$ cat src/verilog/pkt_parse_pkg.sv
// Shared widths, header layout and the ECC and CRC-8 functions; CRC-8 starts at zero, runs MSB first and is not reflected
package pkt_parse_pkg;

	////////////////////////////////////////////////////////////
	// Widths and types
	////////////////////////////////////////////////////////////

	localparam int WORD_W = 32;

	typedef logic [WORD_W-1:0] word_t;
	typedef logic [7:0]        byte_t;
	typedef logic [3:0]        nibble_t;
	typedef logic [2:0]        sop_t;

	////////////////////////////////////////////////////////////
	// Header word layout
	////////////////////////////////////////////////////////////

	// Hamming check bits
	localparam int HDR_ECC_LSB  = 0;
	// Payload byte count, number of bytes minus one
	localparam int HDR_CNT_LSB  = 4;
	localparam int HDR_TYPE_LSB = 8;
	// Even parity over type and count
	localparam int HDR_PAR_BIT  = 12;
	localparam int HDR_SOP_LSB  = 13;

	// Words from header to first payload byte
	localparam int HDR_SKIP = 2;

	localparam byte_t CRC_POLY = 8'h07;

	////////////////////////////////////////////////////////////
	// Functions
	////////////////////////////////////////////////////////////

	// Check bits for data {type, count}
	function automatic nibble_t ecc_encode(input byte_t d);
		nibble_t c;
		c[0] = d[0] ^ d[1] ^ d[3] ^ d[4] ^ d[6];
		c[1] = d[0] ^ d[2] ^ d[3] ^ d[5] ^ d[6];
		c[2] = d[1] ^ d[2] ^ d[3] ^ d[7];
		c[3] = d[4] ^ d[5] ^ d[6] ^ d[7];
		return c;
	endfunction

	// One byte folded into the running CRC
	function automatic byte_t crc8_update(input byte_t crc, input byte_t data);
		byte_t c;
		c = crc ^ data;
		// MSB first, one shift per data bit
		for (int i = 0; i < 8; i++) begin
			if (c[7]) begin
				c = {c[6:0], 1'b0} ^ CRC_POLY;
			end else begin
				c = {c[6:0], 1'b0};
			end
		end
		return c;
	endfunction

endpackage

$ cat src/verilog/payload_crc.sv
// Payload CRC-8 walk of byte_cnt+1 bytes plus the CRC word; addr_hdr_i must hold while the walk runs
module payload_crc #(
	parameter int ADDR_W = 14
) (
	input  logic                     clk,
	input  logic                     reset,
	input  logic                     hdr_done_i,
	input  logic                     ecc_uncorr_i,
	input  logic                     ignore_ecc_err_i,
	input  logic [ADDR_W-1:0]        addr_hdr_i,
	input  pkt_parse_pkg::nibble_t   byte_cnt_i,
	output logic [ADDR_W-1:0]        pay_raddr_o,
	input  pkt_parse_pkg::word_t     pay_rdata_i,
	output logic                     crc_done_o,
	output logic                     crc_err_o
);

	typedef enum logic [1:0] {
		IDLE,
		READ,
		COMPARE
	} state_t;

	state_t                  state_q;
	logic                    launch;
	logic [ADDR_W-1:0]       addr_q;
	pkt_parse_pkg::nibble_t  cnt_q;
	// Index of the next read; the CRC word has index cnt+1
	logic [4:0]              rd_idx_q;
	logic [4:0]              last_idx;
	logic                    issue;
	// Returned-data tags, one cycle behind the read
	logic                    vld_q;
	logic                    last_q;
	pkt_parse_pkg::byte_t    crc_q;
	pkt_parse_pkg::byte_t    stored_q;

	// Uncorrectable header stops the walk unless overridden
	assign launch   = hdr_done_i && !(ecc_uncorr_i && !ignore_ecc_err_i);
	assign last_idx = {1'b0, cnt_q} + 5'd1;
	assign issue    = (state_q == READ) && (rd_idx_q <= last_idx);

	assign pay_raddr_o = addr_q;

	////////////////////////////////////////////////////////////
	// FSM
	////////////////////////////////////////////////////////////

	always_ff @(posedge clk) begin
		if (reset) begin
			state_q  <= IDLE;
			rd_idx_q <= '0;
			vld_q    <= 1'b0;
			last_q   <= 1'b0;
		end else begin
			vld_q  <= issue;
			last_q <= issue && (rd_idx_q == last_idx);
			case (state_q)
				IDLE: begin
					if (launch) begin
						rd_idx_q <= '0;
						state_q  <= READ;
					end
				end
				READ: begin
					if (issue) begin
						rd_idx_q <= rd_idx_q + 5'd1;
					end
					// Stored CRC byte arrives last
					if (vld_q && last_q) begin
						state_q <= COMPARE;
					end
				end
				COMPARE: state_q <= IDLE;
				default: state_q <= IDLE;
			endcase
		end
	end

	////////////////////////////////////////////////////////////
	// Address and CRC datapath
	////////////////////////////////////////////////////////////

	always_ff @(posedge clk) begin
		if ((state_q == IDLE) && launch) begin
			addr_q <= addr_hdr_i + ADDR_W'(pkt_parse_pkg::HDR_SKIP);
			cnt_q  <= byte_cnt_i;
			crc_q  <= '0;
		end else begin
			if (issue) begin
				addr_q <= addr_q + 1'b1;
			end
			if (vld_q && !last_q) begin
				crc_q <= pkt_parse_pkg::crc8_update(crc_q, pay_rdata_i[7:0]);
			end
			if (vld_q && last_q) begin
				stored_q <= pay_rdata_i[7:0];
			end
		end
	end

	assign crc_done_o = (state_q == COMPARE);
	assign crc_err_o  = (state_q == COMPARE) && (crc_q != stored_q);

endmodule

$ cat config.mk
export PLATFORM = sky130hd
export DESIGN_NAME = payload_crc
export DESIGN_NICKNAME = d
export VERILOG_FILES = /design/src/verilog/pkt_parse_pkg.sv /design/src/verilog/payload_crc.sv
export SDC_FILE = /design/constraint.sdc
export NUM_CORES = 1
export LEC_CHECK = 0
export ABC_CLOCK_PERIOD_IN_PS = 2400
export BUFFER_PORTS_ARGS = -buffer_cell sky130_fd_sc_hd__clkbuf_2
export CAP_MARGIN = 20
export CORE_MARGIN = 1.5
export CORE_UTILIZATION = 47
export CTS_CLUSTER_SIZE = 16
export DETAILED_ROUTE_END_ITERATION = 16
export PLACE_DENSITY = 0.78
export SETUP_SLACK_MARGIN = 0.02
export SLEW_MARGIN = 10
export SYNTH_ARGS = -nofsm -noshare
export SYNTH_HDL_FRONTEND = slang
export SYNTH_SLANG_ARGS = --single-unit
$ cat constraint.sdc
create_clock -name clk -period 2.4 [get_ports clk]
set_input_delay 0.36 -clock clk [delete_from_list [all_inputs] [get_ports clk]]
set_output_delay 0.36 -clock clk [all_outputs]
set_load 0.05 [all_outputs]
* Word level (Yosys, flattened, before mapping)
Index checks and enable logic that the tools add are counted.
Storage, ports and cells: bits in registers 43, output and inout port bits 16, logic and storage cells 77
Operators by class: add/subtract/negate cells 4, order comparisons 1, eq/ne operators 7, muxes and demuxes 30, bitwise gates (word level) 10, reduce and logical (&&, ||, !) cells 17
Operator list (number):
- $mux 8 | 14
- $mux 14 | 2
- $mux 3 | 8
- $not 3->3 | 8
- $add 14x1->14 const B | 1
- $add 14x2->14 const B | 1
- $mux 5 | 2
- $pmux 5 s2 | 1
- $logic_and 1x1->1 | 8
- $ne 8x8->1 | 1
- $xor 8x8->8 | 1
- $add 4x1->5 const B | 1
- $add 5x1->5 const B | 1
- $eq 5x5->1 | 1
- $le 5x5->1 | 1
- $mux 2 | 2
- $ne 2x2->1 const B | 2
- $pmux 2 s2 | 1
- $reduce_and 2->1 | 2
- $reduce_bool 2->1 | 2
- $logic_not 1->1 | 3
- $reduce_and 3->1 | 1
- $eq 2x1->1 const B | 1
- $eq 2x2->1 const B | 1
- 3 further kinds | 3

* Depth between registers and ports, before layout
depth in word-level cells 32, mapped depth 8

* Least setup slack after synthesis
No wires, ideal clock.
kind register to output, start point reg state_q[1], end point out crc_err_o, arrival 2.316 ns, data required time 2.040 ns, path slack -0.276 ns, cell stages (with the launch flop) 3, path buffers 0, cell sequence dfxtp_1 -> nor2b_1 -> a21boi_0
On the way: word-level cells in the longest chain between the ends 2
Ends and longest elaborated chain:
- start: declaration | RTL line payload_crc.sv:24 | state_t state_q;
- start signal: assignment | RTL line payload_crc.sv:51 | state_q <= IDLE;
- start signal: assignment | RTL line payload_crc.sv:62 | state_q <= READ;
- start signal: assignment | RTL line payload_crc.sv:71 | state_q <= COMPARE;
- $eq 2x2->1
- named net crc_done_o | RTL line payload_crc.sv:14 | output logic crc_done_o,
- $logic_and 1x1->1 | RTL line payload_crc.sv:103 | assign crc_err_o = (state_q == COMPARE) && (crc_q != stored_q);
- end: declaration | RTL line payload_crc.sv:15 | output logic crc_err_o
The timed path passes the listed nets, and every way through them passes these cells.

* Final worst setup path
start point reg cnt_q[0], end point reg rd_idx_q[2]
On the way: word-level cells in the longest chain between the ends 5
Ends and longest elaborated chain:
- start: declaration | RTL line payload_crc.sv:27 | pkt_parse_pkg::nibble_t cnt_q;
- start signal: assignment | RTL line payload_crc.sv:87 | cnt_q <= byte_cnt_i;
- $add 4x1->5 | RTL line payload_crc.sv:40 | assign last_idx = {1'b0, cnt_q} + 5'd1;
- $le 5x5->1 | RTL line payload_crc.sv:41 | assign issue = (state_q == READ) && (rd_idx_q <= last_idx);
- $logic_and 1x1->1 | RTL line payload_crc.sv:41
- $ne 2x2->1 (no source line)
- $reduce_and 3->1 (no source line)
- end signal: assignment | RTL line payload_crc.sv:67 | rd_idx_q <= rd_idx_q + 5'd1;
- end: declaration | RTL line payload_crc.sv:29 | logic [4:0] rd_idx_q;
Every way passes these cells. A chain may end at the register's enable or synchronous reset.

==> flow_summary.json <==
{
  "postCtsHoldBufs": 0,
  "cp_top_family": "compound AO/OA/AOI/OAI gates",
  "async_flop_share": 0,
  "dieArea_um2": 5700,
  "final_cell_mix": "clkbuf_2 (46), xnor2_1 (28), xor2_1 (26), edfxtp_1 (26), nand2_1 (25)",
  "netSwitchingPower_uw": 740,
  "insertion_delay_ps": 290,
  "rsz0062_at_grt": "no",
  "combPwrFrac": 0.322,
  "intPower_uw": 1390,
  "root_buffer": "clkbuf_8",
  "wire_per_inst_um": 13.0,
  "critPathMaxStageDelay_ps": 420,
  "slew_violations": 0,
  "io_buffers": 46,
  "pwr-share-seq": 0.455,
  "status": "finished, final reports clean",
  "holdWs_ps": 248,
  "grt_pass1_wl_um": 7590,
  "ys_seq_area_frac": 0.454,
  "clk_path_buf_depth": 2,
  "crit_slowest_cell": "edfxtp_1",
  "dr.pass1.iters": 4,
  "synth_edf_count": 26,
  "clkPwrFrac": 0.222,
  "ys.flop_type": "edfxtp_1",
  "drt-vias-per-instance": 5.14,
  "grt_max_degree": 15,
  "swShare": 0.347,
  "worstPathMaxFanout": 3,
  "final_net_count": 372,
  "crit_chain": "ha_1 > xnor2_1 > ha_1 > and3_1 > and3_1 > a21oi_1 > buf_4 > a21oi_1 > o32ai_1",
  "drt_iter0_drc": 84,
  "dieWidth_um": 75.5,
  "synth-seq-cells": 43,
  "setup_violations": 0,
  "rows": 26,
  "finalCritPeriodShare": 0.923,
  "place.gp.congestion": 0.812,
  "tightest_slew_ps": 456,
  "grt_pass1_vias": 1733,
  "synth_nets": 316,
  "antenna_found_initial": 0,
  "peakVddDrop_mv": 0.393,
  "cp-end-kind": "flop",
  "synth.distinct_cells": 32,
  "maxCapViolCount": 0,
  "vias": 1947,
  "clock_sinks": 43,
  "cts_made_buffers": 5,
  "period_needed_ps": 2220,
  "initial_utilization": 0.487,
  "fmax_ghz": 0.451,
  "die_h_um": 75.5,
  "p_leak_uw": 0.00117,
  "hold_path_class": "input port to flop",
  "avgSynthCellArea_um2": 9.81,
  "finalPower_uw": 2130,
  "worstSetupStartpointType": "flop",
  "layout_commonest_cell": "clkbuf_2",
  "gr-usage-all-layers": 0.177,
  "cts_tree": "built",
  "cts.clk_slew.worst_paths_ps": 80,
  "path_buf_inv": 1,
  "drive_gt1_frac": 0.201,
  "crit_required_ps": 2580,
  "finish.utilization": 0.579,
  "drc": 0,
  "io_pins": 71,
  "final.setup_skew_ps": 14.5,
  "drt_wl_total_um": 4930,
  "power_density_nw_per_um2": 726,
  "coreArea_um2": 5070,
  "synthesis.instances": 252,
  "crit_type": "flop to flop",
  "relSlewSlack": 0.693,
  "final_cell_area_um2": 2940,
  "synth-warning-count": 0,
  "ant_nets": 0,
  "crit_arrival_ps": 2400,
  "hold_violations": 0,
  "num_antenna_cells": 0,
  "hpwl_um": 3710,
  "synthesis.area_um2": 2470,
  "tns_ps": 0,
  "area_growth_syn_to_layout_pct": 18.8,
  "overflow": 0,
  "htreeDepth": 2,
  "postPlaceCellArea_um2": 2830
}
[metrics by stage]
stage          worst slack [ps]  std cells
3_5_place_dp                130        369
4_1_cts                     113        377
3_3_place_gp                217        369
6_report                    185        379
5_1_grt                    15.0        379
2_1_floorplan              73.1        252
[synthesized netlist by cell type, drive strengths merged, types with 5 or more instances]
cell type	n	area share
inv	10	0.015
nand2	25	0.038
edfxtp	26	0.32
dfxtp	17	0.14
or3	5	0.013
xnor2	29	0.11
o21ai	16	0.032
nand3	13	0.026
nor2	14	0.021
a21oi	11	0.022
nor3	6	0.012
nand2b	5	0.013
ha	9	0.046
xor2	26	0.092
[per-layer routing]
metal	global-route usage	share of wire
met4	0.0714	0.018
met2	0.287	0.48
met5	0	0
met1	0.233	0.45
met3	0.0344	0.056
[final timing paths]
path,startpoint,end,slack [ps],cells after the start
worst max-delay path,cnt_q[0],rd_idx_q[2],180,9
worst min-delay path,byte_cnt_i[2],cnt_q[2],250,1
worst max register to register,cnt_q[0],rd_idx_q[2],180,9
worst min register to register,vld_q,state_q[1],500,2
[worst reg2reg max path: cells and delay by family (launching register included)]
family,cells,cell delay (ps)
AOI/OAI and AO/OA,3,540
xor gates and xnor gates,1,130
buffers and inverters,1,160
DFF,1,420
adders and majority gates,2,500
and+or+nand+nor,2,370
[logic make-up after synthesis]
| kind of cell | Yosys count | share of synthesized area |
|---|---|---|
| compound gates | 40 | 0.0957 |
| xor+xnor | 55 | 0.198 |
| fa+ha+maj | 9 | 0.0456 |
| buf+inv | 16 | 0.0243 |
| flops | 43 | 0.454 |
| mux | 3 | 0.0122 |
| simple gates | 86 | 0.171 |
[area by class of cell]
| cell class | instances | area (µm²) |
|---|---|---|
| sequential | 43 | 1120 |
| clock buffer | 6 | 82.6 |
| tap | 70 | 87.6 |
| fill | 470 | 2140 |
| clock inverter | 2 | 11.3 |
| inverter | 11 | 41.3 |
| multi-input combinational | 193 | 1290 |
| timing repair buffer | 54 | 303 |
[repair_timing]
item | 4_1_cts | 5_1_grt
resized for setup | 0 | 0
setup buffers | 0 | 2
setup endpoints to repair | 0 | 14
[power by group through the flow]
stage | logic, µW | clock network (µW) | registers, µW
floorplan | 397 | 0 | 1100
global placement | 666 | 0 | 982
detailed placement | 685 | 0 | 988
CTS | 688 | 490 | 971
global route | 763 | 512 | 984
finish | 687 | 474 | 971
[sequential cells by signal (all words and copies together), names as in the netlist]
register,cells
cnt_q,4
crc_q,8
last_q,1
pay_raddr_o,14
rd_idx_q,5
state_q,2
stored_q,8
vld_q,1
No activity file was read; power rests on OpenSTA's default activity.
