`src/verilog/pkt_parse_pkg.sv`:
```
// Shared widths, header layout and the ECC and CRC-8 functions; CRC-8 starts at zero, runs MSB first and is not reflected
package pkt_parse_pkg;

	////////////////////////////////////////////////////////////
	// Widths and types
	////////////////////////////////////////////////////////////

	localparam int WORD_W = 32;

	typedef logic [WORD_W-1:0] word_t;
	typedef logic [7:0]        byte_t;
	typedef logic [3:0]        nibble_t;
	typedef logic [2:0]        sop_t;

	////////////////////////////////////////////////////////////
	// Header word layout
	////////////////////////////////////////////////////////////

	// Hamming check bits
	localparam int HDR_ECC_LSB  = 0;
	// Payload byte count, number of bytes minus one
	localparam int HDR_CNT_LSB  = 4;
	localparam int HDR_TYPE_LSB = 8;
	// Even parity over type and count
	localparam int HDR_PAR_BIT  = 12;
	localparam int HDR_SOP_LSB  = 13;

	// Words from header to first payload byte
	localparam int HDR_SKIP = 2;

	localparam byte_t CRC_POLY = 8'h07;

	////////////////////////////////////////////////////////////
	// Functions
	////////////////////////////////////////////////////////////

	// Check bits for data {type, count}
	function automatic nibble_t ecc_encode(input byte_t d);
		nibble_t c;
		c[0] = d[0] ^ d[1] ^ d[3] ^ d[4] ^ d[6];
		c[1] = d[0] ^ d[2] ^ d[3] ^ d[5] ^ d[6];
		c[2] = d[1] ^ d[2] ^ d[3] ^ d[7];
		c[3] = d[4] ^ d[5] ^ d[6] ^ d[7];
		return c;
	endfunction

	// One byte folded into the running CRC
	function automatic byte_t crc8_update(input byte_t crc, input byte_t data);
		byte_t c;
		c = crc ^ data;
		// MSB first, one shift per data bit
		for (int i = 0; i < 8; i++) begin
			if (c[7]) begin
				c = {c[6:0], 1'b0} ^ CRC_POLY;
			end else begin
				c = {c[6:0], 1'b0};
			end
		end
		return c;
	endfunction

endpackage

```
`src/verilog/parse_status.sv`:
```
// Parse status; start is dropped while busy and results hold from irq until the next accepted start
module parse_status (
	input  logic                     clk,
	input  logic                     reset,
	input  logic                     start_i,
	output logic                     go_o,
	input  logic                     hdr_done_i,
	input  pkt_parse_pkg::nibble_t   byte_cnt_i,
	input  pkt_parse_pkg::nibble_t   pkt_type_i,
	input  logic                     ecc_corr_i,
	input  logic                     ecc_uncorr_i,
	input  logic                     ignore_ecc_err_i,
	input  logic                     crc_done_i,
	input  logic                     crc_err_i,
	output logic                     busy_o,
	output logic                     irq_o,
	output logic                     ecc_corr_o,
	output logic                     ecc_uncorr_o,
	output logic                     crc_err_o,
	output pkt_parse_pkg::nibble_t   pkt_byte_cnt_o,
	output pkt_parse_pkg::nibble_t   pkt_type_o
);

	logic accept;
	logic abort;
	logic finish;

	assign accept = start_i && !busy_o;
	assign go_o   = accept;
	// No CRC walk follows an uncorrectable header
	assign abort  = hdr_done_i && ecc_uncorr_i && !ignore_ecc_err_i;
	assign finish = abort || crc_done_i;

	always_ff @(posedge clk) begin
		if (reset) begin
			busy_o         <= 1'b0;
			irq_o          <= 1'b0;
			ecc_corr_o     <= 1'b0;
			ecc_uncorr_o   <= 1'b0;
			crc_err_o      <= 1'b0;
			pkt_byte_cnt_o <= '0;
			pkt_type_o     <= '0;
		end else begin
			irq_o <= busy_o && finish;
			// Busy drops in the irq cycle
			if (accept) begin
				busy_o <= 1'b1;
			end else if (finish) begin
				busy_o <= 1'b0;
			end
			if (accept) begin
				ecc_corr_o   <= 1'b0;
				ecc_uncorr_o <= 1'b0;
				crc_err_o    <= 1'b0;
			end else begin
				if (hdr_done_i) begin
					ecc_corr_o     <= ecc_corr_i;
					ecc_uncorr_o   <= ecc_uncorr_i;
					pkt_byte_cnt_o <= byte_cnt_i;
					pkt_type_o     <= pkt_type_i;
				end
				if (crc_done_i) begin
					crc_err_o <= crc_err_i;
				end
			end
		end
	end

endmodule

```
`config.mk`:
```
export PLATFORM = sky130hd
export DESIGN_NAME = parse_status
export DESIGN_NICKNAME = d
export VERILOG_FILES = /design/src/verilog/pkt_parse_pkg.sv /design/src/verilog/parse_status.sv
export SDC_FILE = /design/constraint.sdc
export NUM_CORES = 1
export LEC_CHECK = 0
export BUFFER_PORTS_ARGS = -buffer_cell sky130_fd_sc_hd__clkbuf_2
export CORE_MARGIN = 5
export CORE_UTILIZATION = 37
export DETAILED_ROUTE_END_ITERATION = 8
export GPL_TIMING_DRIVEN = 0
export PLACE_DENSITY = 0.67
export SYNTH_ARGS = -nofsm -noshare
export SYNTH_HDL_FRONTEND = slang
export SYNTH_SLANG_ARGS = --single-unit
```
`constraint.sdc`:
```
create_clock -name clk -period 0.9 [get_ports clk]
set_clock_uncertainty 0.05 [all_clocks]
set_input_delay 0.09 -clock clk [delete_from_list [all_inputs] [get_ports clk]]
set_output_delay 0.09 -clock clk [all_outputs]
set_load 0.005 [all_outputs]
```
Word-level counts from Yosys, hierarchy flattened:

Cells that the tools add are included.

* memories: 0
* register bits: 13
* bits in read-only memories: 0
* latch bits: 0
* bits of input ports: 17
* output and inout port bits: 14
* RAM bits: 0

* add/subtract/negate cells: 0
* reduce and logical (&&, ||, !) cells: 10
* muxes and demuxes: 2
* magnitude comparators: 0
* eq/ne operators: 0
* bitwise gates (word level): 1
* shift-type cells: 0
* multipliers: 0
* divide/modulo/power cells: 0

Operators by type and width (count)
* 1-bit logical AND: 4
* 1-bit logical NOT: 2
* 1-bit 2-to-1 mux: 2
* 2-bit AND reduction: 1
* 2-bit nonzero test: 1
* 2-bit OR reduction: 1
* 1-bit logical OR: 1
* 1-bit NOT: 1

Longest topological paths before layout:

Gate-level depths: netlist of run 1.

* word-level depth: 5
* depth in mapped cells: 4
* depth with buffers taken out: 3

Least setup slack after synthesis of run 1:

No wires, ideal clock.

* path type: register to register
* start: register busy_o
* end: register pkt_byte_cnt_o[0]
* arrival: 0.883 ns
* setup time: 0.072 ns
* clock period less this slack: 1.005 ns
* cell stages (with the launch flop): 5
* data required time: 0.778 ns
* setup slack: -0.105 ns
* path through: dfxtp_1 nor2b_4 nor2b_2 buf_6 mux2i_1

* cells in the longest elaborated chain, start to end: 4

RTL lines
* start: declaration: RTL line parse_status.sv:15 `output logic busy_o,`
* start signal: assignment: RTL line parse_status.sv:36 `busy_o <= 1'b0;`
* start signal: assignment: RTL line parse_status.sv:47 `busy_o <= 1'b1;`
* start signal: assignment: RTL line parse_status.sv:49 `busy_o <= 1'b0;`
* 1-bit logical NOT: RTL line parse_status.sv:28 `assign accept = start_i && !busy_o;`
* 1-bit logical AND: RTL line parse_status.sv:28
* net go_o: RTL line parse_status.sv:6 `output logic go_o,`
* 1-bit NOT (no source line)
* 2-bit AND reduction (no source line)
* end signal: assignment: RTL line parse_status.sv:59 `pkt_byte_cnt_o <= byte_cnt_i;`
* end: declaration: RTL line parse_status.sv:20 `output pkt_parse_pkg::nibble_t pkt_byte_cnt_o,`

The timed path passes the listed nets, and every way through them passes these cells.
A chain may end at the register's enable or synchronous reset.

Final worst setup path of run 1:

* start: register busy_o
* end: output port go_o

* cells in the longest elaborated chain, start to end: 2

RTL lines (RTL line)
* 1-bit logical NOT: parse_status.sv:28
* 1-bit logical AND: parse_status.sv:28
* end: declaration: parse_status.sv:6

Every way passes these cells.

==> reports/qor.csv, run 1 <==
stage,metric,value,unit
global_route,antenna_found_initial,0,
global_route,grt_max_degree,11,
timing,worst_slack,-117,ps
worst_setup_path,path_class,flop to primary output,
timing,setup_viol,12,
timing,drv_slew,0,
timing,finalHoldWorstSlack,6.65,ps
die,start_util,38.1,%
power_and_ir_drop,power_frac_comb,17.9,%
worst_setup_path,crit_path_end_kind,primary output,
layout,seq_area,272,um2
layout,final_common_cell,clkbuf_2,
layout,fin_area,825,um2
routing,drc,0,
power_and_ir_drop,leakage,0.000401,uW
worst_setup_path,rrSetupSlack,-90,ps
placement,dp_hpwl,912,um
clock_tree,cts_sinks,13,
die,core_area,1470,um2
yosys,synth_warnings,0,
routing,drt_iter0_drc,1,
timing,max_freq,983,MHz
layout,area_growth,47.1,%
worst_setup_path,max_stage_delay,350,ps
clock_tree,htreeDepth,1,
flow_run,drv_cap,0,
worst_setup_path,crit_path_top_delay_cell,dfxtp_4,
worst_setup_path,cp.arrival,880,ps
global_route,grt_pass1_wl,2010,um
timing,tns,-796,ps
yosys,synth.distinct_cells,14,
clock_tree,cts.clk_slew.worst_paths,80,ps
routing,avgRoutedWirePerCell,11.0,um
outcome,violations,setup timing,
power_and_ir_drop,p_switching,282,uW
layout,layout_common_cells,"clkbuf_2 (30), nand2b_1 (16), mux2i_1 (11)",
timing,grt_setup_unrepaired,yes,
routing,drt-pass1-iter-count,2,
placement,portBuffers,30,
layout,diodes,0,
worst_setup_path,start_kind,flop,
power_and_ir_drop,powerDensity,1440,nW/um2
power_and_ir_drop,power,1190,uW
clock_tree,root_buffer,clkbuf_4,
worst_setup_path,path_cells,nor2b_4 -> clkbuf_2,
global_route,grt_overflow,0,
die,dieHeight,48.9,um
yosys,synth_cells,54,
worst_setup_path,crit_fanout,3,
global_route,grtUsageTotal,10.5,%
power_and_ir_drop,p_int,908,uW
die,fp.dieW,48.9,um
clock_tree,cts_tree,done,
worst_setup_path,crit_family,flip-flops,
die,io_pins,31,
layout,fin_nets,112,
yosys,syn_nets,71,
routing,vias_per_cell,4.50,
power_and_ir_drop,seq_power_share,52.7,%
timing,layout_min_cycle_time,1020,ps
worst_setup_path,crit_buf_inv,1,
layout,drive_gt1_share,50.0,%
clock_tree,clock_latency,260,ps
routing,wl,1210,um
die,num_rows,14,
routing,ant_nets,0,
power_and_ir_drop,swShare,23.7,%
layout,multiInputGateArea,282,um2
routing,via_count,495,
yosys,synth.avg_cell_area,10.4,um2
power_and_ir_drop,vdd_drop_max,1.09,mV
yosys,syn_area,561,um2
placement,placed_area,732,um2
clock_tree,cts_made_buffers,3,
hold_path,min_path_type,input pin to flop,
yosys,ys_seq_area_share,46.4,%
worst_setup_path,crit_required,760,ps
layout,fillers,155,
outcome,status,"finished, violations left",
power_and_ir_drop,p_clk_share,29.4,%
clock_tree,clk_path_buf_depth,2,
die,die_area,2390,um2
global_route,grt_pass1_vias,489,
placement,gp_congestion,0.634,
timing,period_share,113,%
timing,max_slew_margin,75.3,%
yosys,ys_ff_latch,13,
timing,hold_viol,0,
timing,tightest_slew,371,ps
-- metal layers --
layer / vias up / GRT usage [%] / routed length, um
li1: 258 / - / -
met1: 212 / 11.3 / 498
met2: 25 / 17.0 / 557
met3: 0 / 6.73 / 158
met4: 0 / 2.69 / 0
met5: - / 0 / 0
-- power by group through the flow --
stage	clock network (uW)	logic [uW]	registers [uW]
final	350	213	627
after floorplan	0	96.9	643
after detailed placement	0	189	641
after global routing	391	239	632
after CTS	368	203	628
after global placement	0	186	639
-- worst register-to-register path, cell delays in order (launching register included) --
cell and delay [ps]:
dfxtp_4 360, nor2b_4 40, nor2b_2 110, buf_6 160, mux2i_1 190
-- kinds of logic (layout without fill, tap and decap cells) --
| kind of cell | after synthesis | in the layout | share of synthesized area [%] |
|---|---|---|---|
| mux | 11 | 11 | 19.6 |
| simple gates | 24 | 24 | 27.9 |
| buf+inv | 4 | 44 | 4.02 |
| compound gates | 2 | 2 | 2.01 |
| flops | 13 | 13 | 46.4 |
-- per-stage QoR --
| stage | std cells | utilization, % | setup WS [ps] |
|---|---|---|---|
| 2_1_floorplan | 54 | - | -56.7 |
| 3_3_place_gp | 100 | 49.7 | -99.6 |
| 3_5_place_dp | 100 | 49.7 | -137 |
| 4_1_cts | 107 | 53.4 | -141 |
| 5_1_grt | 110 | 56.0 | -179 |
| 6_report | 110 | 56.0 | -117 |
-- final timing paths --
check                 from                 to  cells after the start
max                 busy_o               go_o                      2
min          byte_cnt_i[2]  pkt_byte_cnt_o[2]                      3
max reg2reg         busy_o  pkt_byte_cnt_o[1]                      4
min reg2reg  pkt_type_o[0]      pkt_type_o[0]                      2
-- layout make-up --
cell class | count | area share (%)
tap | 16 | 2.43
buffer | 3 | 2.28
timing repair buffer | 36 | 24.6
multi-input combinational | 37 | 34.1
inverter | 1 | 0.455
sequential | 13 | 32.9
clock buffer | 4 | 3.19
-- Yosys cell counts --
| library cell | n | area [um2] |
|---|---|---|
| nand2b_1 | 16 | 100 |
| dfxtp_1 | 13 | 260 |
| mux2i_1 | 11 | 110 |
| nor3_1 | 3 | 15.0 |
| clkbuf_1 | 2 | 7.51 |
| a21oi_1 | 1 | 5.00 |
| a31oi_1 | 1 | 6.26 |
| buf_6 | 1 | 11.3 |
| inv_1 | 1 | 3.75 |
| nand3b_1 | 1 | 7.51 |
| nor2_1 | 1 | 3.75 |
| nor2b_2 | 1 | 8.76 |
| nor2b_4 | 1 | 13.8 |
| or2b_1 | 1 | 7.51 |
-- what timing repair did --
action	in CTS	in global routing
gates resized for setup	0	8
buffers inserted	1	2
endpoints found under the hold margin	2	1
endpoints found under the setup margin	10	18
hold buffers	2	1
-- flip-flops by register name, summed over array words and instances (netlist names) --
register / count
pkt_byte_cnt_o: 4
ecc_corr_o: 1
crc_err_o: 1
busy_o: 1
pkt_type_o: 4
ecc_uncorr_o: 1
irq_o: 1
Power figures use the tool's default switching activity.
==> inputs of run 2 (changes only) <==
--- a/constraint.sdc
+++ b/constraint.sdc
@@ -4,2 +4,2 @@
 set_output_delay 0.09 -clock clk [all_outputs]
-set_load 0.005 [all_outputs]
+set_load 0.02 [all_outputs]
==> reports/qor.csv, run 2 (synthesized netlist as in run 1, its figures left out) <==
stage,metric,value,unit,change
outcome,status,"finished, violations left",,
outcome,violations,setup timing,,
worst_setup_path,crit_path_top_delay_cell,dfxtp_4,,
routing,drt-pass1-iter-count,4,,+2
routing,dr_wl_met2,870,um,+56%
layout,drive_gt1_share,57.5,%,+7.5 points
worst_setup_path,path_cells,nor2b_4 -> buf_6 -> nor2b_4 -> buf_6 -> mux2i_1,,
worst_setup_path,max_stage_delay,370,ps,+20 ps
timing,tightest_slew,420,ps,+49.1 ps
worst_setup_path,start_kind,flop,,
hold_path,min_path_cells,3,,unchanged
layout,fin_util,73.5,%,+17 points
die,io_pins,31,,unchanged
routing,wl_met1,590,um,+18%
worst_setup_path,r2r-end,pkt_byte_cnt_o[3],,
hold_path,hold_start,byte_cnt_i[3],,
clock_tree,cts.clk_slew.worst_paths,80,ps,about the same
routing,drt_iter0_drc,3,,+2
timing,period_share,123,%,+10 points
timing,drv_slew,0,,unchanged
layout,diodes,0,,unchanged
layout,fin_area,1080,um2,+31%
clock_tree,cts_tree,done,,
worst_setup_path,crit_buf_inv,2,,+1
timing,worst_slack,-207,ps,-90.0 ps
timing,hold_viol,0,,unchanged
clock_tree,clk_path_buf_depth,2,,unchanged
clock_tree,root_buffer,clkbuf_4,,
layout,seq_area,278,um2,+2.3%
worst_setup_path,ff2ff_path_depth,5,,+1
die,num_rows,14,,unchanged
routing,drc,0,,unchanged
die,start_util,38.1,%,unchanged
worst_setup_path,crit_path_end_kind,flop,,
routing,ant_nets,0,,unchanged
timing,setup_viol,15,,+3
layout,fillers,114,,-26%
worst_setup_path,crit_family,flip-flops,,
die,dieHeight,48.9,um,unchanged
placement,place_ws,-131,ps,+5.62 ps
clock_tree,clock_latency,280,ps,+20 ps
placement,portBuffers,30,,unchanged
worst_setup_path,crit_required,1050,ps,+290 ps
flow_run,drv_cap,0,,unchanged
global_route,grt_pass1_vias,581,,+19%
die,fp.dieW,48.9,um,unchanged
global_route,grt_pass1_wl,2570,um,+28%
timing,tns,-2170,ps,-1370 ps
routing,top_layer_used,met4,,
worst_setup_path,path_class,flop to flop,,
worst_setup_path,crit_fanout,8,,+5
worst_setup_path,rrSetupSlack,-210,ps,-120 ps
placement,dp_hpwl,902,um,-1.2%
global_route,grtUsageTotal,13.8,%,+3.3 points
layout,area_growth,92.9,%,
layout,reg_top3,"pkt_byte_cnt_o: 4 flops, pkt_type_o: 4 flops",,
power_and_ir_drop,powerDensity,1280,nW/um2,-11%
power_and_ir_drop,leakage,0.000506,uW,+26%
timing,max_freq,903,MHz,-8.1%
layout,fin_nets,124,,+11%
placement,placed_area,734,um2,+0.34%
routing,avgRoutedWirePerCell,12.9,um,+17%
power_and_ir_drop,vdd_drop_max,0.843,mV,-23%
routing,wl_met3,98,um,-38%
die,die_area,2390,um2,unchanged
layout,layout_common_cells,"nand2b_1 (16), clkbuf_2 (16), buf_8 (12)",,
placement,gp_congestion,0.670,,+5.6%
hold_path,holdPathEnd,pkt_byte_cnt_o[3],,
clock_tree,htreeDepth,1,,unchanged
clock_tree,cts_made_buffers,3,,unchanged
layout,multiInputGateArea,293,um2,+4.0%
timing,max_slew_margin,72.0,%,-3.3 points
timing,layout_min_cycle_time,1110,ps,+90.0 ps
hold_path,min_path_type,input pin to flop,,
worst_setup_path,r2r_start,busy_o,,
routing,wl,1570,um,+29%
timing,grt_setup_unrepaired,yes,,
routing,via_count,556,,+12%
global_route,antenna_found_initial,0,,unchanged
global_route,grt_max_degree,11,,unchanged
clock_tree,cts_sinks,13,,unchanged
global_route,grt_overflow,0,,unchanged
timing,finalHoldWorstSlack,28.4,ps,+21.7 ps
worst_setup_path,cp.arrival,1260,ps,+380 ps
die,core_area,1470,um2,unchanged
routing,vias_per_cell,4.56,,+1.3%
[run 2: report_power, final]
| part | internal, uW | switching, uW | total [uW] |
|---|---|---|---|
| registers | 613 | 28.8 | 642 |
| clock network | 172 | 192 | 364 |
| logic | 233 | 149 | 382 |
| total | 1020 | 370 | 1390 |
[run 2: routing by layer]
metal	vias to the layer above	global-route usage (%)
met2	16	25.4
met4	0	2.69
met1	257	13.8
li1	281	-
met5	-	0
met3	2	6.73
[run 2: final cells by class]
cell class	count	area share, %
Buffer	3	1.74
Sequential cell	13	25.7
Clock buffer	4	2.43
Multi-Input combinational cell	37	27.1
Timing Repair Buffer	48	40.9
Tap cell	16	1.85
Inverter	1	0.347
[run 2: through the flow]
stage,power [uW],std cells
4_1_cts,1360,118
5_1_grt,1470,122
3_3_place_gp,868,100
6_report,1390,122
2_1_floorplan,780,54
3_5_place_dp,870,100
[run 2: how the worst max path moves through the flow]
| stage | startpoint | end | depth (start not counted) |
|---|---|---|---|
| finish | busy_o | pkt_byte_cnt_o[3] | 5 |
| floorplan | busy_o | pkt_byte_cnt_o[0] | 4 |
| global route | busy_o | pkt_type_o[1] | 5 |
| CTS | busy_o | pkt_byte_cnt_o[3] | 5 |
| global placement | busy_o | pkt_type_o[3] | 4 |
| detailed placement | busy_o | pkt_type_o[0] | 4 |
[run 2: worst reg2reg max path: cells and delay by family (launching register included)]
family                 cells  cell delay, ps
flip-flops                 1             370
buffers and inverters      2             270
multiplexers               1             200
AND/OR/NAND/NOR            2             150
[run 2: timing repair]
item,CTS,global route
hold endpoints to repair,7,0
endpoints found under the setup margin,21,27
resized for setup,38,18
pin swaps,0,0
hold buffers,7,0
setup buffers,7,4
