===== src/verilog/pkt_parse_pkg.sv =====
// Shared widths, header layout and the ECC and CRC-8 functions; CRC-8 starts at zero, runs MSB first and is not reflected
package pkt_parse_pkg;

	////////////////////////////////////////////////////////////
	// Widths and types
	////////////////////////////////////////////////////////////

	localparam int WORD_W = 32;

	typedef logic [WORD_W-1:0] word_t;
	typedef logic [7:0]        byte_t;
	typedef logic [3:0]        nibble_t;
	typedef logic [2:0]        sop_t;

	////////////////////////////////////////////////////////////
	// Header word layout
	////////////////////////////////////////////////////////////

	// Hamming check bits
	localparam int HDR_ECC_LSB  = 0;
	// Payload byte count, number of bytes minus one
	localparam int HDR_CNT_LSB  = 4;
	localparam int HDR_TYPE_LSB = 8;
	// Even parity over type and count
	localparam int HDR_PAR_BIT  = 12;
	localparam int HDR_SOP_LSB  = 13;

	// Words from header to first payload byte
	localparam int HDR_SKIP = 2;

	localparam byte_t CRC_POLY = 8'h07;

	////////////////////////////////////////////////////////////
	// Functions
	////////////////////////////////////////////////////////////

	// Check bits for data {type, count}
	function automatic nibble_t ecc_encode(input byte_t d);
		nibble_t c;
		c[0] = d[0] ^ d[1] ^ d[3] ^ d[4] ^ d[6];
		c[1] = d[0] ^ d[2] ^ d[3] ^ d[5] ^ d[6];
		c[2] = d[1] ^ d[2] ^ d[3] ^ d[7];
		c[3] = d[4] ^ d[5] ^ d[6] ^ d[7];
		return c;
	endfunction

	// One byte folded into the running CRC
	function automatic byte_t crc8_update(input byte_t crc, input byte_t data);
		byte_t c;
		c = crc ^ data;
		// MSB first, one shift per data bit
		for (int i = 0; i < 8; i++) begin
			if (c[7]) begin
				c = {c[6:0], 1'b0} ^ CRC_POLY;
			end else begin
				c = {c[6:0], 1'b0};
			end
		end
		return c;
	endfunction

endpackage


===== src/verilog/hdr_ecc_check.sv =====
// Header ECC check; done follows go by exactly 3 cycles and the fields hold until the next check
module hdr_ecc_check #(
	parameter int ADDR_W = 14
) (
	input  logic                     clk,
	input  logic                     reset,
	input  logic                     go_i,
	input  logic [ADDR_W-1:0]        addr_hdr_i,
	output logic [ADDR_W-1:0]        hdr_raddr_o,
	input  pkt_parse_pkg::word_t     hdr_rdata_i,
	output logic                     hdr_done_o,
	output pkt_parse_pkg::nibble_t   byte_cnt_o,
	output pkt_parse_pkg::nibble_t   pkt_type_o,
	output logic                     ecc_corr_o,
	output logic                     ecc_uncorr_o
);

	logic [ADDR_W-1:0]       addr_q;
	// Pipeline of go through read, check and done
	logic                    rd_q;
	logic                    chk_q;
	logic                    done_q;
	pkt_parse_pkg::byte_t    data_raw;
	pkt_parse_pkg::byte_t    data_fix;
	pkt_parse_pkg::byte_t    data_q;
	pkt_parse_pkg::byte_t    flip;
	pkt_parse_pkg::nibble_t  syndrome;
	logic                    par_diff;
	logic                    single_data;
	logic                    single_chk;
	logic                    corr;
	logic                    uncorr;

	assign hdr_raddr_o = addr_q;

	////////////////////////////////////////////////////////////
	// Syndrome and error class
	////////////////////////////////////////////////////////////

	always_comb begin
		// Type in high nibble, count in low nibble
		data_raw = {hdr_rdata_i[pkt_parse_pkg::HDR_TYPE_LSB +: 4],
			hdr_rdata_i[pkt_parse_pkg::HDR_CNT_LSB +: 4]};
		syndrome = hdr_rdata_i[pkt_parse_pkg::HDR_ECC_LSB +: 4]
			^ pkt_parse_pkg::ecc_encode(data_raw);
		par_diff = (^data_raw) ^ hdr_rdata_i[pkt_parse_pkg::HDR_PAR_BIT];
		// Match syndrome against each data bit column
		flip = '0;
		for (int i = 0; i < 8; i++) begin
			if (syndrome == pkt_parse_pkg::ecc_encode(8'b1 << i)) begin
				flip[i] = 1'b1;
			end
		end
		single_data = (|flip) && par_diff;
		// Check-bit error leaves data parity intact
		single_chk  = $onehot(syndrome) && !par_diff;
		corr        = single_data || single_chk;
		uncorr      = (syndrome != '0) && !corr;
		data_fix    = single_data ? (data_raw ^ flip) : data_raw;
	end

	////////////////////////////////////////////////////////////
	// Sequencing
	////////////////////////////////////////////////////////////

	always_ff @(posedge clk) begin
		if (go_i) begin
			addr_q <= addr_hdr_i;
		end
		// Results sampled in the cycle the header word is on the bus
		if (chk_q) begin
			data_q <= data_fix;
		end
	end

	always_ff @(posedge clk) begin
		if (reset) begin
			rd_q         <= 1'b0;
			chk_q        <= 1'b0;
			done_q       <= 1'b0;
			ecc_corr_o   <= 1'b0;
			ecc_uncorr_o <= 1'b0;
		end else begin
			rd_q   <= go_i;
			chk_q  <= rd_q;
			done_q <= chk_q;
			if (chk_q) begin
				ecc_corr_o   <= corr;
				ecc_uncorr_o <= uncorr;
			end
		end
	end

	assign hdr_done_o = done_q;
	assign byte_cnt_o = data_q[3:0];
	assign pkt_type_o = data_q[7:4];

endmodule


===== config.mk =====
export PLATFORM = sky130hd
export DESIGN_NAME = hdr_ecc_check
export DESIGN_NICKNAME = d
export VERILOG_FILES = /design/src/verilog/pkt_parse_pkg.sv /design/src/verilog/hdr_ecc_check.sv
export SDC_FILE = /design/constraint.sdc
export NUM_CORES = 1
export LEC_CHECK = 0
export ABC_AREA = 1
export BUFFER_PORTS_ARGS = -buffer_cell sky130_fd_sc_hd__buf_2
export CAP_MARGIN = 20
export CORE_MARGIN = 4
export CORE_UTILIZATION = 49
export DETAILED_ROUTE_END_ITERATION = 10
export PLACE_DENSITY_LB_ADDON = 0.2
export SLEW_MARGIN = 40
export SYNTH_ARGS = -nofsm -noshare
export SYNTH_HDL_FRONTEND = slang
export SYNTH_SLANG_ARGS = --single-unit

===== constraint.sdc =====
create_clock -name clk -period 5.6 [get_ports clk]
set_input_delay 0.28 -clock clk [delete_from_list [all_inputs] [get_ports clk]]
set_output_delay 0.28 -clock clk [all_outputs]
set_load 0.01 [all_outputs]

=== After elaboration in Yosys (flattened, before gate mapping) ===
Cells that the tools add are included.

* Input bits: 49
* Logic and storage cells: 54
* Output and inout bits: 25
* Bits in registers: 27

* Eq/ne operators: 9
* Muxes and demuxes: 9
* Bitwise operators: 17
* Add/subtract/negate cells: 3
* Reduce and logical (&&, ||, !) cells: 9

{| class="wikitable"
|+ Operators with widths
! cell !! number
|-
| $eq 4x4->1 const B || 4
|-
| $xor 1x1->1 || 15
|-
| $eq 4x3->1 const B || 3
|-
| $mux 1 || 8
|-
| $mux 8 || 1
|-
| $reduce_or 8->1 || 1
|-
| $reduce_xor 8->1 || 1
|-
| $xor 8x8->8 || 1
|-
| $add 1x1->2 || 2
|-
| $eq 4x2->1 const B || 1
|-
| $reduce_bool 4->1 || 1
|-
| $xor 4x4->4 || 1
|-
| $add 2x2->3 || 1
|-
| $eq 3x1->1 const B || 1
|-
| $logic_and 1x1->1 || 3
|-
| $logic_not 1->1 || 2
|-
| $logic_or 1x1->1 || 1
|}

=== Logic depth before layout (Yosys ltp) ===
Gate-level depths: netlist (run 1).

* Word-level depth: 12
* Depth in mapped cells: 17
* Depth with buffers taken out: 17

=== Least setup slack after synthesis (run 1) ===
Ideal clock, no wire load.

* Path kind: input to register
* Start point: in hdr_rdata_i[4]
* End point: reg ecc_uncorr_o
* Arrival: 2.316 ns
* Data required time: 5.487 ns
* Slack: 3.171 ns
* Library setup time: 0.113 ns
* Cell stages on the path: 11
* Cell sequence: xnor2_1 > xnor2_1 > xor2_1 > inv_1 > fa_1 > ha_1 > ha_1 > nor2_1 > nand3_1 > nand3_4 > a21oi_2

* Longest elaborated chain between the ends: 12
* Elaborated cells between the ends (all ways): 38
* Those cells by class: 2 x add/sub; 9 x eq/ne; 8 x mux; 10 x bitwise; 9 x reduce/logical

{| class="wikitable"
|+ RTL lines
! element !! line !! text
|-
| start, declared || hdr_ecc_check.sv:10 || <nowiki>input pkt_parse_pkg::word_t hdr_rdata_i,</nowiki>
|-
| $xor 1x1->1 (on tied branches) (4 in series) || pkt_parse_pkg.sv:40, pkt_parse_pkg.sv:41 ||
|-
| $xor 4x4->4 || hdr_ecc_check.sv:45 || <nowiki>^ pkt_parse_pkg::ecc_encode(data_raw);</nowiki>
|-
| $add 1x1->2 (not written as such) (tied with other cells) || hdr_ecc_check.sv:56 || <nowiki>single_chk = $onehot(syndrome) && !par_diff;</nowiki>
|-
| $add 2x2->3 (not written as such) / $mux 1 (equally long branches) || hdr_ecc_check.sv:56, hdr_ecc_check.sv:50 ||
|-
| $eq 3x1->1 / $reduce_or 8->1 (equally long branches) || hdr_ecc_check.sv:56, hdr_ecc_check.sv:54 ||
|-
| $logic_and 1x1->1 (on tied branches) || hdr_ecc_check.sv:56, hdr_ecc_check.sv:54 ||
|-
| $logic_or 1x1->1 || hdr_ecc_check.sv:57 || <nowiki>corr = single_data || single_chk;</nowiki>
|-
| $logic_not 1->1 || hdr_ecc_check.sv:58 || <nowiki>uncorr = (syndrome != '0) && !corr;</nowiki>
|-
| $logic_and 1x1->1 * || hdr_ecc_check.sv:58 ||
|-
| end signal, assigned || hdr_ecc_check.sv:89 || <nowiki>ecc_uncorr_o <= uncorr;</nowiki>
|-
| end, declared || hdr_ecc_check.sv:15 || <nowiki>output logic ecc_uncorr_o</nowiki>
|}

Every way passes the cells marked *; elsewhere a longest branch is shown, timed or not.
A chain may end at the register's enable or synchronous reset.

=== Final worst setup path (run 1) ===
* Start point: in hdr_rdata_i[4]
* End point: reg ecc_corr_o

* Longest elaborated chain between the ends: 10
* Elaborated cells between the ends (all ways): 35
* Those cells by class: 2 x add/sub; 9 x eq/ne; 8 x mux; 10 x bitwise; 6 x reduce/logical

{| class="wikitable"
|+ RTL lines
! element !! line !! text
|-
| $xor 1x1->1 (on tied branches) (4 in series) || pkt_parse_pkg.sv:40, pkt_parse_pkg.sv:41 ||
|-
| $xor 4x4->4 || hdr_ecc_check.sv:45 ||
|-
| $add 1x1->2 (not written as such) (tied with other cells) || hdr_ecc_check.sv:56 ||
|-
| $add 2x2->3 (not written as such) / $mux 1 (equally long branches) || hdr_ecc_check.sv:56, hdr_ecc_check.sv:50 ||
|-
| $eq 3x1->1 / $reduce_or 8->1 (equally long branches) || hdr_ecc_check.sv:56, hdr_ecc_check.sv:54 ||
|-
| $logic_and 1x1->1 (on tied branches) || hdr_ecc_check.sv:56, hdr_ecc_check.sv:54 ||
|-
| $logic_or 1x1->1 * || hdr_ecc_check.sv:57 ||
|-
| end signal, assigned || hdr_ecc_check.sv:88 || <nowiki>ecc_corr_o <= corr;</nowiki>
|-
| end, declared || hdr_ecc_check.sv:14 || <nowiki>output logic ecc_corr_o,</nowiki>
|}

Marked as above.

==> results of run 1 <==
metal layers:
metal / up-vias / track usage, % / wire, um
met5: - / 0 / 0
met4: 0 / 7.652 / 62
met3: 6 / 2.109 / 234
met2: 52 / 26.32 / 1399
met1: 528 / 16.55 / 1160
li1: 637 / - / -
sequential cells by signal, indices dropped and copies added, names as in the netlist:
register	flops
hdr_done_o	1
rd_q	1
ecc_uncorr_o	1
ecc_corr_o	1
hdr_raddr_o	14
chk_q	1
data_q	8
synth_stat cells, drive strengths merged:
library cell / n / area share, %
a31oi: 1 / 0.41
nand2: 53 / 15
o21bai: 1 / 0.49
or2: 1 / 0.41
ha: 6 / 4.9
o21ai: 6 / 1.9
xnor2: 9 / 5.1
nand4: 2 / 0.81
nor2: 13 / 3.5
a21oi: 1 / 0.57
inv: 22 / 5.5
edfxtp: 22 / 43
fa: 1 / 1.3
dfxtp: 5 / 6.5
buf: 1 / 1.3
nand3: 13 / 6.3
xor2: 6 / 3.4
cell usage in the layout (no fill, tap or decap), drive strengths merged:
cell,n
clkinvlp,1
a21oi,1
nand4,2
xnor2,9
xor2,6
dfxtp,5
clkbuf,3
a31oi,1
o21bai,1
or2,1
fa,1
o21ai,6
buf,54
nand2,53
edfxtp,22
nor2,13
ha,6
nand3,13
inv,22
worst reg2reg max path: cells and delay by family (launching register included):
family	cells	cell delay, ns
AO/OA/AOI/OAI	2	0.27
AND/OR/NAND/NOR	1	0.07
buffers and inverters	1	0.12
flip-flops	1	0.62
through the flow:
stage,hold slack [ns],worst slack (ns),area [um2]
3_3_place_gp,0.3967,2.889,1849
3_5_place_dp,0.4001,2.828,1849
2_1_floorplan,0.3424,3.171,1544
6_report,0.1286,3.148,1879
5_1_grt,0.09403,3.032,1879
4_1_cts,0.1090,3.172,1879
path summary, 6_finish.rpt:
path | to | cells after the start
max reg2reg | ecc_uncorr_o | 4
max | ecc_corr_o | 11
min reg2reg | chk_q | 2
min | hdr_raddr_o[0] | 1
layout make-up:
type	instances	share of cell area (%)
clock buffers	3	1.198
clock inverters	1	0.3995
inverters	22	4.527
multi-input cells	113	36.09
flip-flops and latches	27	40.48
well taps	44	2.929
repair buffers	54	14.38
power groups by stage:
stage | clock, mW | combinational, mW | sequential, mW
2_1_floorplan | 0 | 0.133 | 0.249
3_3_place_gp | 0 | 0.171 | 0.242
3_5_place_dp | 0 | 0.178 | 0.242
4_1_cts | 0.0861 | 0.178 | 0.238
5_1_grt | 0.0939 | 0.203 | 0.239
6_report | 0.0802 | 0.178 | 0.237
kinds of logic after synthesis:
| group | Yosys count | share of synthesized area [%] |
|---|---|---|
| AO/OA/AOI/OAI | 9 | 3.404 |
| flip-flops | 27 | 49.27 |
| AND/OR/NAND/NOR | 82 | 25.85 |
| adder cells (fa/ha/maj) | 7 | 6.159 |
| buffers and inverters | 23 | 6.807 |
| XOR/XNOR | 15 | 8.509 |
==> results.json, run 1 <==
{
  "htree_levels": 1,
  "drc": 0,
  "netlist_instances": 163,
  "max_freq_ghz": 0.4078,
  "crit_path_max_incr_delay_ns": 0.51,
  "finish.utilization_pct": 62.07,
  "portBuffers": 54,
  "worst_setup_path_end_kind": "flip-flop",
  "die_area_mm2": 0.004113,
  "worst_hold_startpoint": "addr_hdr_i[0]",
  "cp_cell_sequence": "buf_2, xnor2_1, xnor2_1, xor2_1, inv_1, fa_1, ha_1, ha_1, nor2_1, nand3_1, a31oi_1",
  "yosysSeqAreaShare_pct": 49.27,
  "cts_num_sinks": 27,
  "setup_viol": 0,
  "skew_ns": 0.002587,
  "worst_slew_pin_slew_ns": 0.4515,
  "num_vias": 1223,
  "ys_types": 25,
  "grt_first_pass_wirelength_mm": 4.671,
  "drv_slew": 0,
  "drt_iter0_drc": 32,
  "p_sw_uw": 169.2,
  "final_cells": 264,
  "gp_congestion": 0.8232,
  "ant_nets": 0,
  "synth.avg_cell_area_um2": 9.472,
  "crit_required_ns": 5.86,
  "combPwrFrac_pct": 35.9,
  "drt_wl_total_mm": 2.856,
  "grt_pass1_vias": 1115,
  "power_density_mw_per_mm2": 263.7,
  "rrSetupSlack_ns": 4.47,
  "crit_buf_inv": 2,
  "start_util_pct": 50.99,
  "power_report.internal_total_uw": 326.4,
  "area_delta_synth_final_pct": 21.72,
  "die_h_um": 64.14,
  "gr-total-overflow": 0,
  "globalRouteTotalUtil_pct": 14.61,
  "n_antenna_cell": 0,
  "p_leak_nw": 0.9171,
  "first_pass_iters": 4,
  "antenna_found_initial": 0,
  "cp_max_fo": 4,
  "wl_per_cell_um": 10.82,
  "yosys_register_bits": 27,
  "slew_headroom_pct": 69.86,
  "yosysWarnings": 0,
  "post_cts_buffers": 0,
  "synth_area_mm2": 0.001544,
  "num_rows": 20,
  "fin_crit_ns": 2.452,
  "cts_tree": "done",
  "p_sw_share_pct": 34.14,
  "rsz0062_at_grt": "false",
  "grt_max_degree": 17,
  "clockBufferDepth": 2,
  "dp_hpwl_mm": 2.461,
  "crit_slowest_cell": "fa_1",
  "status": "completed",
  "fillCellCount": 251,
  "coreArea_mm2": 0.003028,
  "clkTransAtPathRegs_ns": 0.13,
  "cts_buffers": 3,
  "peakVddDrop_mv": 0.09288,
  "clk_latency_ns": 0.31,
  "cts-root-buf": "clkbuf_4",
  "clockPowerShare_pct": 16.2,
  "ios": 74,
  "min_period_over_period_pct": 43.79,
  "via_per_inst": 4.633,
  "postCtsHoldBufs": 0,
  "placed_cells": 260,
  "hold_viol_final": 0,
  "cts_resized": 0,
  "maxCapViolCount": 0,
  "drive_above_1_share_pct": 34.55,
  "die_width_um": 64.14,
  "multiInputGateArea_um2": 678.2,
  "regArea_um2": 760.7,
  "worst_hold_path_type": "in2reg",
  "crit_family": "adder cells",
  "arrival_ns": 2.71,
  "finalNetCount": 277,
  "r2r-start": "chk_q",
  "path_class": "in2reg",
  "fin_tns_setup_ns": 0,
  "critPathLaunchType": "input port",
  "p_seq_share_pct": 47.9,
  "totalPowerFinal_uw": 495.6,
  "crit_start": "hdr_rdata_i[4]",
  "syn-num-nets": 219
}
Power figures use the tool's default switching activity.
==> run 2: changes to the inputs <==
--- a/config.mk
+++ b/config.mk
@@ -9,7 +9,7 @@
 export BUFFER_PORTS_ARGS = -buffer_cell sky130_fd_sc_hd__buf_2
 export CAP_MARGIN = 20
 export CORE_MARGIN = 4
-export CORE_UTILIZATION = 49
+export CORE_UTILIZATION = 46
 export DETAILED_ROUTE_END_ITERATION = 10
 export PLACE_DENSITY_LB_ADDON = 0.2
 export SLEW_MARGIN = 40
==> constraint.sdc (replaced) <==
create_clock -name clk -period 2.45 [get_ports clk]
set_input_delay 0.1225 -clock clk [delete_from_list [all_inputs] [get_ports clk]]
set_output_delay 0.1225 -clock clk [all_outputs]
set_load 0.01 [all_outputs]
==> run 2 against run 1 <==
Compared with the run above: non-clock buffer count is 23 higher; routed wire length rose by 16%; total power is 140% higher; sequential power rose by 130%; final cell count increased by 8.7%; core utilization increased by 4.7 points; first-iteration DRC count grew to 2.6 times the previous value; critical path type unchanged.
==> results.json, run 2 (synthesis gave the netlist of run 1 again) <==
{
  "cts-root-buf": "clkbuf_4",
  "setup_viol": 0,
  "worst_hold_startpoint": "hdr_rdata_i[9]",
  "clk_latency_ns": 0.32,
  "use_met1_pct": 19.53,
  "portBuffers": 54,
  "die_h_um": 65.94,
  "power_density_mw_per_mm2": 574.9,
  "reg2regPathDepth": 4,
  "rsz0062_at_grt": "false",
  "busiest_layer": "met2",
  "slew_headroom_pct": 68.25,
  "most-common-layout-cells": "buf_2 (54), nand2_1 (47), edfxtp_1 (22)",
  "first_pass_iters": 4,
  "clockPowerShare_pct": 15.4,
  "via_per_inst": 4.547,
  "wl_per_cell_um": 11.49,
  "post_cts_buffers": 0,
  "num_vias": 1305,
  "num_rows": 20,
  "grt_first_pass_wirelength_mm": 5.526,
  "min_period_over_period_pct": 87.13,
  "peakVddDrop_mv": 0.4562,
  "p_sw_share_pct": 33.73,
  "cts_resized": 0,
  "coreArea_mm2": 0.003128,
  "status": "completed",
  "cts_buffers": 3,
  "n_antenna_cell": 0,
  "regArea_um2": 760.7,
  "fillCellCount": 262,
  "placed_area_mm2": 0.001909,
  "dp_slack_ns": -0.04385,
  "p_seq_share_pct": 45.2,
  "clockBufferDepth": 2,
  "ant_nets": 0,
  "worstReg2RegEnd": "ecc_uncorr_o",
  "layout_commonest_cell": "buf_2",
  "stdcell_area_mm2": 0.002090,
  "grt_max_degree": 17,
  "finalNetCount": 300,
  "cts_tree": "done",
  "rrSetupSlack_ns": 1.28,
  "globalRouteTotalUtil_pct": 16.37,
  "start_util_pct": 49.36,
  "skew_ns": 0.01431,
  "critPathLaunchType": "input port",
  "die_width_um": 65.94,
  "hold_viol_final": 0,
  "arrival_ns": 2.38,
  "cts_num_sinks": 27,
  "multiInputGateArea_um2": 678.2,
  "p_sw_uw": 405.2,
  "largest_reg_flops": 14,
  "crit_required_ns": 2.70,
  "drt_wl_total_mm": 3.299,
  "ios": 74,
  "use_met3_pct": 4.422,
  "drc": 0,
  "drt_iter0_drc": 82,
  "drive_above_1_share_pct": 34.57,
  "cp_max_fo": 5,
  "worst_hold_path_type": "in2reg",
  "whs_endpoint": "data_q[5]",
  "dp_hpwl_mm": 2.634,
  "clkTransAtPathRegs_ns": 0.14,
  "min_path_cells": 3,
  "worst_slack_ns": 0.3152,
  "combPwrFrac_pct": 39.4,
  "grt_pass1_vias": 1309,
  "fin_tns_setup_ns": 0,
  "path_class": "in2reg",
  "r2r-start": "chk_q",
  "power_report.internal_total_uw": 796.0,
  "antenna_found_initial": 0,
  "p_leak_nw": 1.018,
  "grt_use_met2_pct": 29.54,
  "gp_congestion": 0.8911,
  "htree_levels": 1,
  "gr-total-overflow": 0,
  "maxCapViolCount": 0,
  "die_area_mm2": 0.004347,
  "max_freq_ghz": 0.4684,
  "drv_slew": 0,
  "fin_crit_ns": 2.135,
  "area_delta_synth_final_pct": 35.33,
  "worst_slew_pin_slew_ns": 0.4755,
  "worst_setup_path_end_kind": "flip-flop"
}
==> run 2: repair_timing <==
item	in CTS	in global routing
hold endpoints to repair	17	0
setup endpoints to repair	0	0
hold buffers	15	0
==> run 2: how the worst max path moves through the flow <==
stage	slack (ns)	from	depth (start not counted)	end
3_5_place_dp	-0.04	hdr_rdata_i[10]	12	ecc_uncorr_o
5_1_grt	0.15	hdr_rdata_i[9]	13	ecc_corr_o
2_1_floorplan	0.18	hdr_rdata_i[4]	11	ecc_uncorr_o
3_3_place_gp	-0.008	hdr_rdata_i[10]	12	ecc_uncorr_o
6_report	0.32	hdr_rdata_i[10]	11	ecc_corr_o
4_1_cts	0.29	hdr_rdata_i[10]	11	ecc_corr_o
==> run 2: area by class of cell <==
type | instances | area share, %
flip-flops and latches | 27 | 36.41
multi-input cells | 113 | 32.46
repair buffers | 77 | 22.99
inverters | 22 | 4.072
well taps | 44 | 2.635
clock buffers | 3 | 1.078
clock inverters | 1 | 0.3593
==> run 2: worst max-delay path, cell delays in order <==
cell and delay (ns):
buf_2 0.14, xnor2_1 0.19, xor2_1 0.23, xor2_1 0.22, inv_1 0.11, fa_1 0.48
ha_1 0.19, ha_1 0.27, nor2_1 0.10, nand3_1 0.14, a31oi_1 0.19
==> run 2: through the flow <==
step	power [mW]	utilization, %	cells	hold slack (ns)
after detailed placement	1.012	61.04	268	0.3018
after floorplan	0.8750	-	163	0.1849
final	1.201	66.80	287	0.1092
after CTS	1.217	66.80	287	0.09778
after global routing	1.304	66.80	287	0.08088
after global placement	0.9865	61.04	268	0.2989
==> run 2: layer usage <==
metal,up-vias,part of all wire [%],wire (um)
met4,0,0.42,14
met3,2,5.6,186
met2,34,54,1793
met5,-,0,0
met1,588,40,1304
li1,681,-,-
==> run 2: power by group through the flow <==
stage	Clock [mW]	Sequential, mW	Combinational (mW)
after floorplan	0	0.570	0.305
after global placement	0	0.552	0.434
after detailed placement	0	0.554	0.458
after CTS	0.196	0.544	0.477
after global routing	0.223	0.547	0.534
final	0.185	0.543	0.473
==> run 3: changes to the inputs <==
--- a/config.mk
+++ b/config.mk
@@ -9,7 +9,7 @@
 export BUFFER_PORTS_ARGS = -buffer_cell sky130_fd_sc_hd__buf_2
 export CAP_MARGIN = 20
 export CORE_MARGIN = 4
-export CORE_UTILIZATION = 46
+export CORE_UTILIZATION = 49
 export DETAILED_ROUTE_END_ITERATION = 10
 export PLACE_DENSITY_LB_ADDON = 0.2
 export SLEW_MARGIN = 40
==> constraint.sdc (replaced) <==
create_clock -name clk -period 2.6 [get_ports clk]
set_input_delay 0.13 -clock clk [delete_from_list [all_inputs] [get_ports clk]]
set_output_delay 0.13 -clock clk [all_outputs]
set_load 0.01 [all_outputs]
==> run 3 against run 2 <==
Compared with the run above: worst setup slack better by 0.11 ns; first-iteration DRC count shrank 48%; sequential power down 5.5%; global-route usage grew 1.4 points; final area decreased by 2.2%; combinational power down 12%; total power down 8.2%; non-clock buffer count fell by 6; clock skew decreased by 0.010 ns; largest cell class unchanged.
==> results.json, run 3 (synthesis gave the netlist of run 1 again) <==
{
  "fin_crit_ns": 2.177,
  "skew_ns": 0.004032,
  "cts_num_sinks": 27,
  "p_leak_nw": 0.9894,
  "most-common-layout-cells": "buf_2 (54), nand2_1 (47), edfxtp_1 (22)",
  "drt_iter0_drc": 43,
  "clk_latency_ns": 0.31,
  "cts_resized": 0,
  "drv_slew": 0,
  "grt_first_pass_wirelength_mm": 5.802,
  "clockBufferDepth": 2,
  "area_delta_synth_final_pct": 32.41,
  "placed_cells": 262,
  "cp_cell_sequence": "buf_2, xnor2_1, xnor2_1, xor2_1, inv_1, fa_1, ha_1, ha_1, nor2_1, nand3_1, a31oi_1",
  "first_pass_iters": 4,
  "setup_viol": 0,
  "arrival_ns": 2.43,
  "ant_nets": 0,
  "multiInputGateArea_um2": 678.2,
  "finalNetCount": 294,
  "worst_setup_path_end_kind": "flip-flop",
  "drc": 0,
  "globalRouteTotalUtil_pct": 17.81,
  "drive_above_1_share_pct": 32.91,
  "crit_family": "adder cells",
  "cts_tree": "done",
  "grt_max_degree": 17,
  "crit_slowest_cell": "fa_1",
  "clkTransAtPathRegs_ns": 0.14,
  "regArea_um2": 760.7,
  "num_rows": 20,
  "coreArea_mm2": 0.003028,
  "ios": 74,
  "via_per_inst": 4.665,
  "layout_commonest_cell": "buf_2",
  "finish.utilization_pct": 67.52,
  "gp_congestion": 0.8049,
  "status": "completed",
  "min_period_over_period_pct": 83.73,
  "grt_pass1_vias": 1322,
  "cts-root-buf": "clkbuf_4",
  "power_density_mw_per_mm2": 539.4,
  "portBuffers": 54,
  "max_freq_ghz": 0.4594,
  "worst_hold_path_type": "in2reg",
  "wl_per_cell_um": 12.10,
  "die_width_um": 64.14,
  "crit_path_max_incr_delay_ns": 0.49,
  "die_area_mm2": 0.004113,
  "die_h_um": 64.14,
  "dp_hpwl_mm": 2.608,
  "critPathLaunchType": "input port",
  "antenna_found_initial": 0,
  "crit_required_ns": 2.85,
  "gr-total-overflow": 0,
  "n_antenna_cell": 0,
  "post_cts_buffers": 0,
  "largest_reg_flops": 14,
  "start_util_pct": 50.99,
  "htree_levels": 1,
  "slew_headroom_pct": 68.74,
  "hold_viol_final": 0,
  "rsz0062_at_grt": "false",
  "path_class": "in2reg",
  "final_cells": 281,
  "num_vias": 1311,
  "cts_buffers": 3,
  "worst_slew_pin_slew_ns": 0.4682,
  "cp_max_fo": 4,
  "maxCapViolCount": 0,
  "peakVddDrop_mv": 0.2664,
  "fin_tns_setup_ns": 0,
  "drt_wl_total_mm": 3.399,
  "crit_buf_inv": 2,
  "fillCellCount": 241
}
==> run 3: changes by cell type in the layout (fill, tap and decap cells not counted), sizes merged <==
| cell | change |
|---|---|
| buf | -6 |
==> run 3: cell type report <==
| class | count | share of cell area, % |
|---|---|---|
| Sequential cell | 27 | 37.21 |
| Multi-Input combinational cell | 113 | 33.17 |
| Timing Repair Buffer | 71 | 21.30 |
| Inverter | 22 | 4.162 |
| Tap cell | 44 | 2.693 |
| Clock buffer | 3 | 1.102 |
| Clock inverter | 1 | 0.3672 |
==> run 3: metrics by stage <==
| stage | hold slack (ns) | area, um2 | total power [mW] | setup slack, ns |
|---|---|---|---|---|
| 3_3_place_gp | 0.3078 | 1864 | 0.9012 | 0.1232 |
| 3_5_place_dp | 0.3084 | 1864 | 0.9205 | 0.05039 |
| 2_1_floorplan | 0.1924 | 1544 | 0.8245 | 0.3209 |
| 4_1_cts | 0.1480 | 2044 | 1.109 | 0.3975 |
| 6_report | 0.1607 | 2044 | 1.103 | 0.4231 |
| 5_1_grt | 0.1580 | 2044 | 1.195 | 0.2442 |
==> run 3: routing by layer <==
layer,GRT usage (%),wire (um)
met3,1.933,255
met4,5.277,41
met2,35.23,1796
met1,19.59,1304
met5,0,0
==> run 3: timing repair <==
| action | in CTS | in global routing |
|---|---|---|
| setup endpoints to repair | 0 | 0 |
| hold buffers | 15 | 0 |
| endpoints found under the hold margin | 15 | 0 |
==> run 3: worst paths after layout <==
check                 startpoint           end  slack (ns)  depth (start not counted)
setup / recovery  hdr_rdata_i[4]    ecc_corr_o        0.42                         11
hold / removal    hdr_rdata_i[9]     data_q[5]        0.16                          3
setup reg to reg           chk_q  ecc_uncorr_o        1.45                          4
hold reg to reg             rd_q         chk_q        0.43                          2
==> run 3: tightest hold or removal path, delay by kind of cell <==
family | cells | cell delay (ns)
buffers and inverters | 1 | 0.12
AOI/OAI and AO/OA | 1 | 0.06
and+or+nand+nor | 1 | 0.06
==> run 3: power breakdown <==
part / leakage, nW / switching [mW] / total [mW] / internal [mW]
registers: 0.252 / 0.00961 / 0.513 / 0.503
clock network: 0.0139 / 0.115 / 0.173 / 0.0585
logic: 0.724 / 0.251 / 0.417 / 0.165
total: 0.989 / 0.376 / 1.10 / 0.727
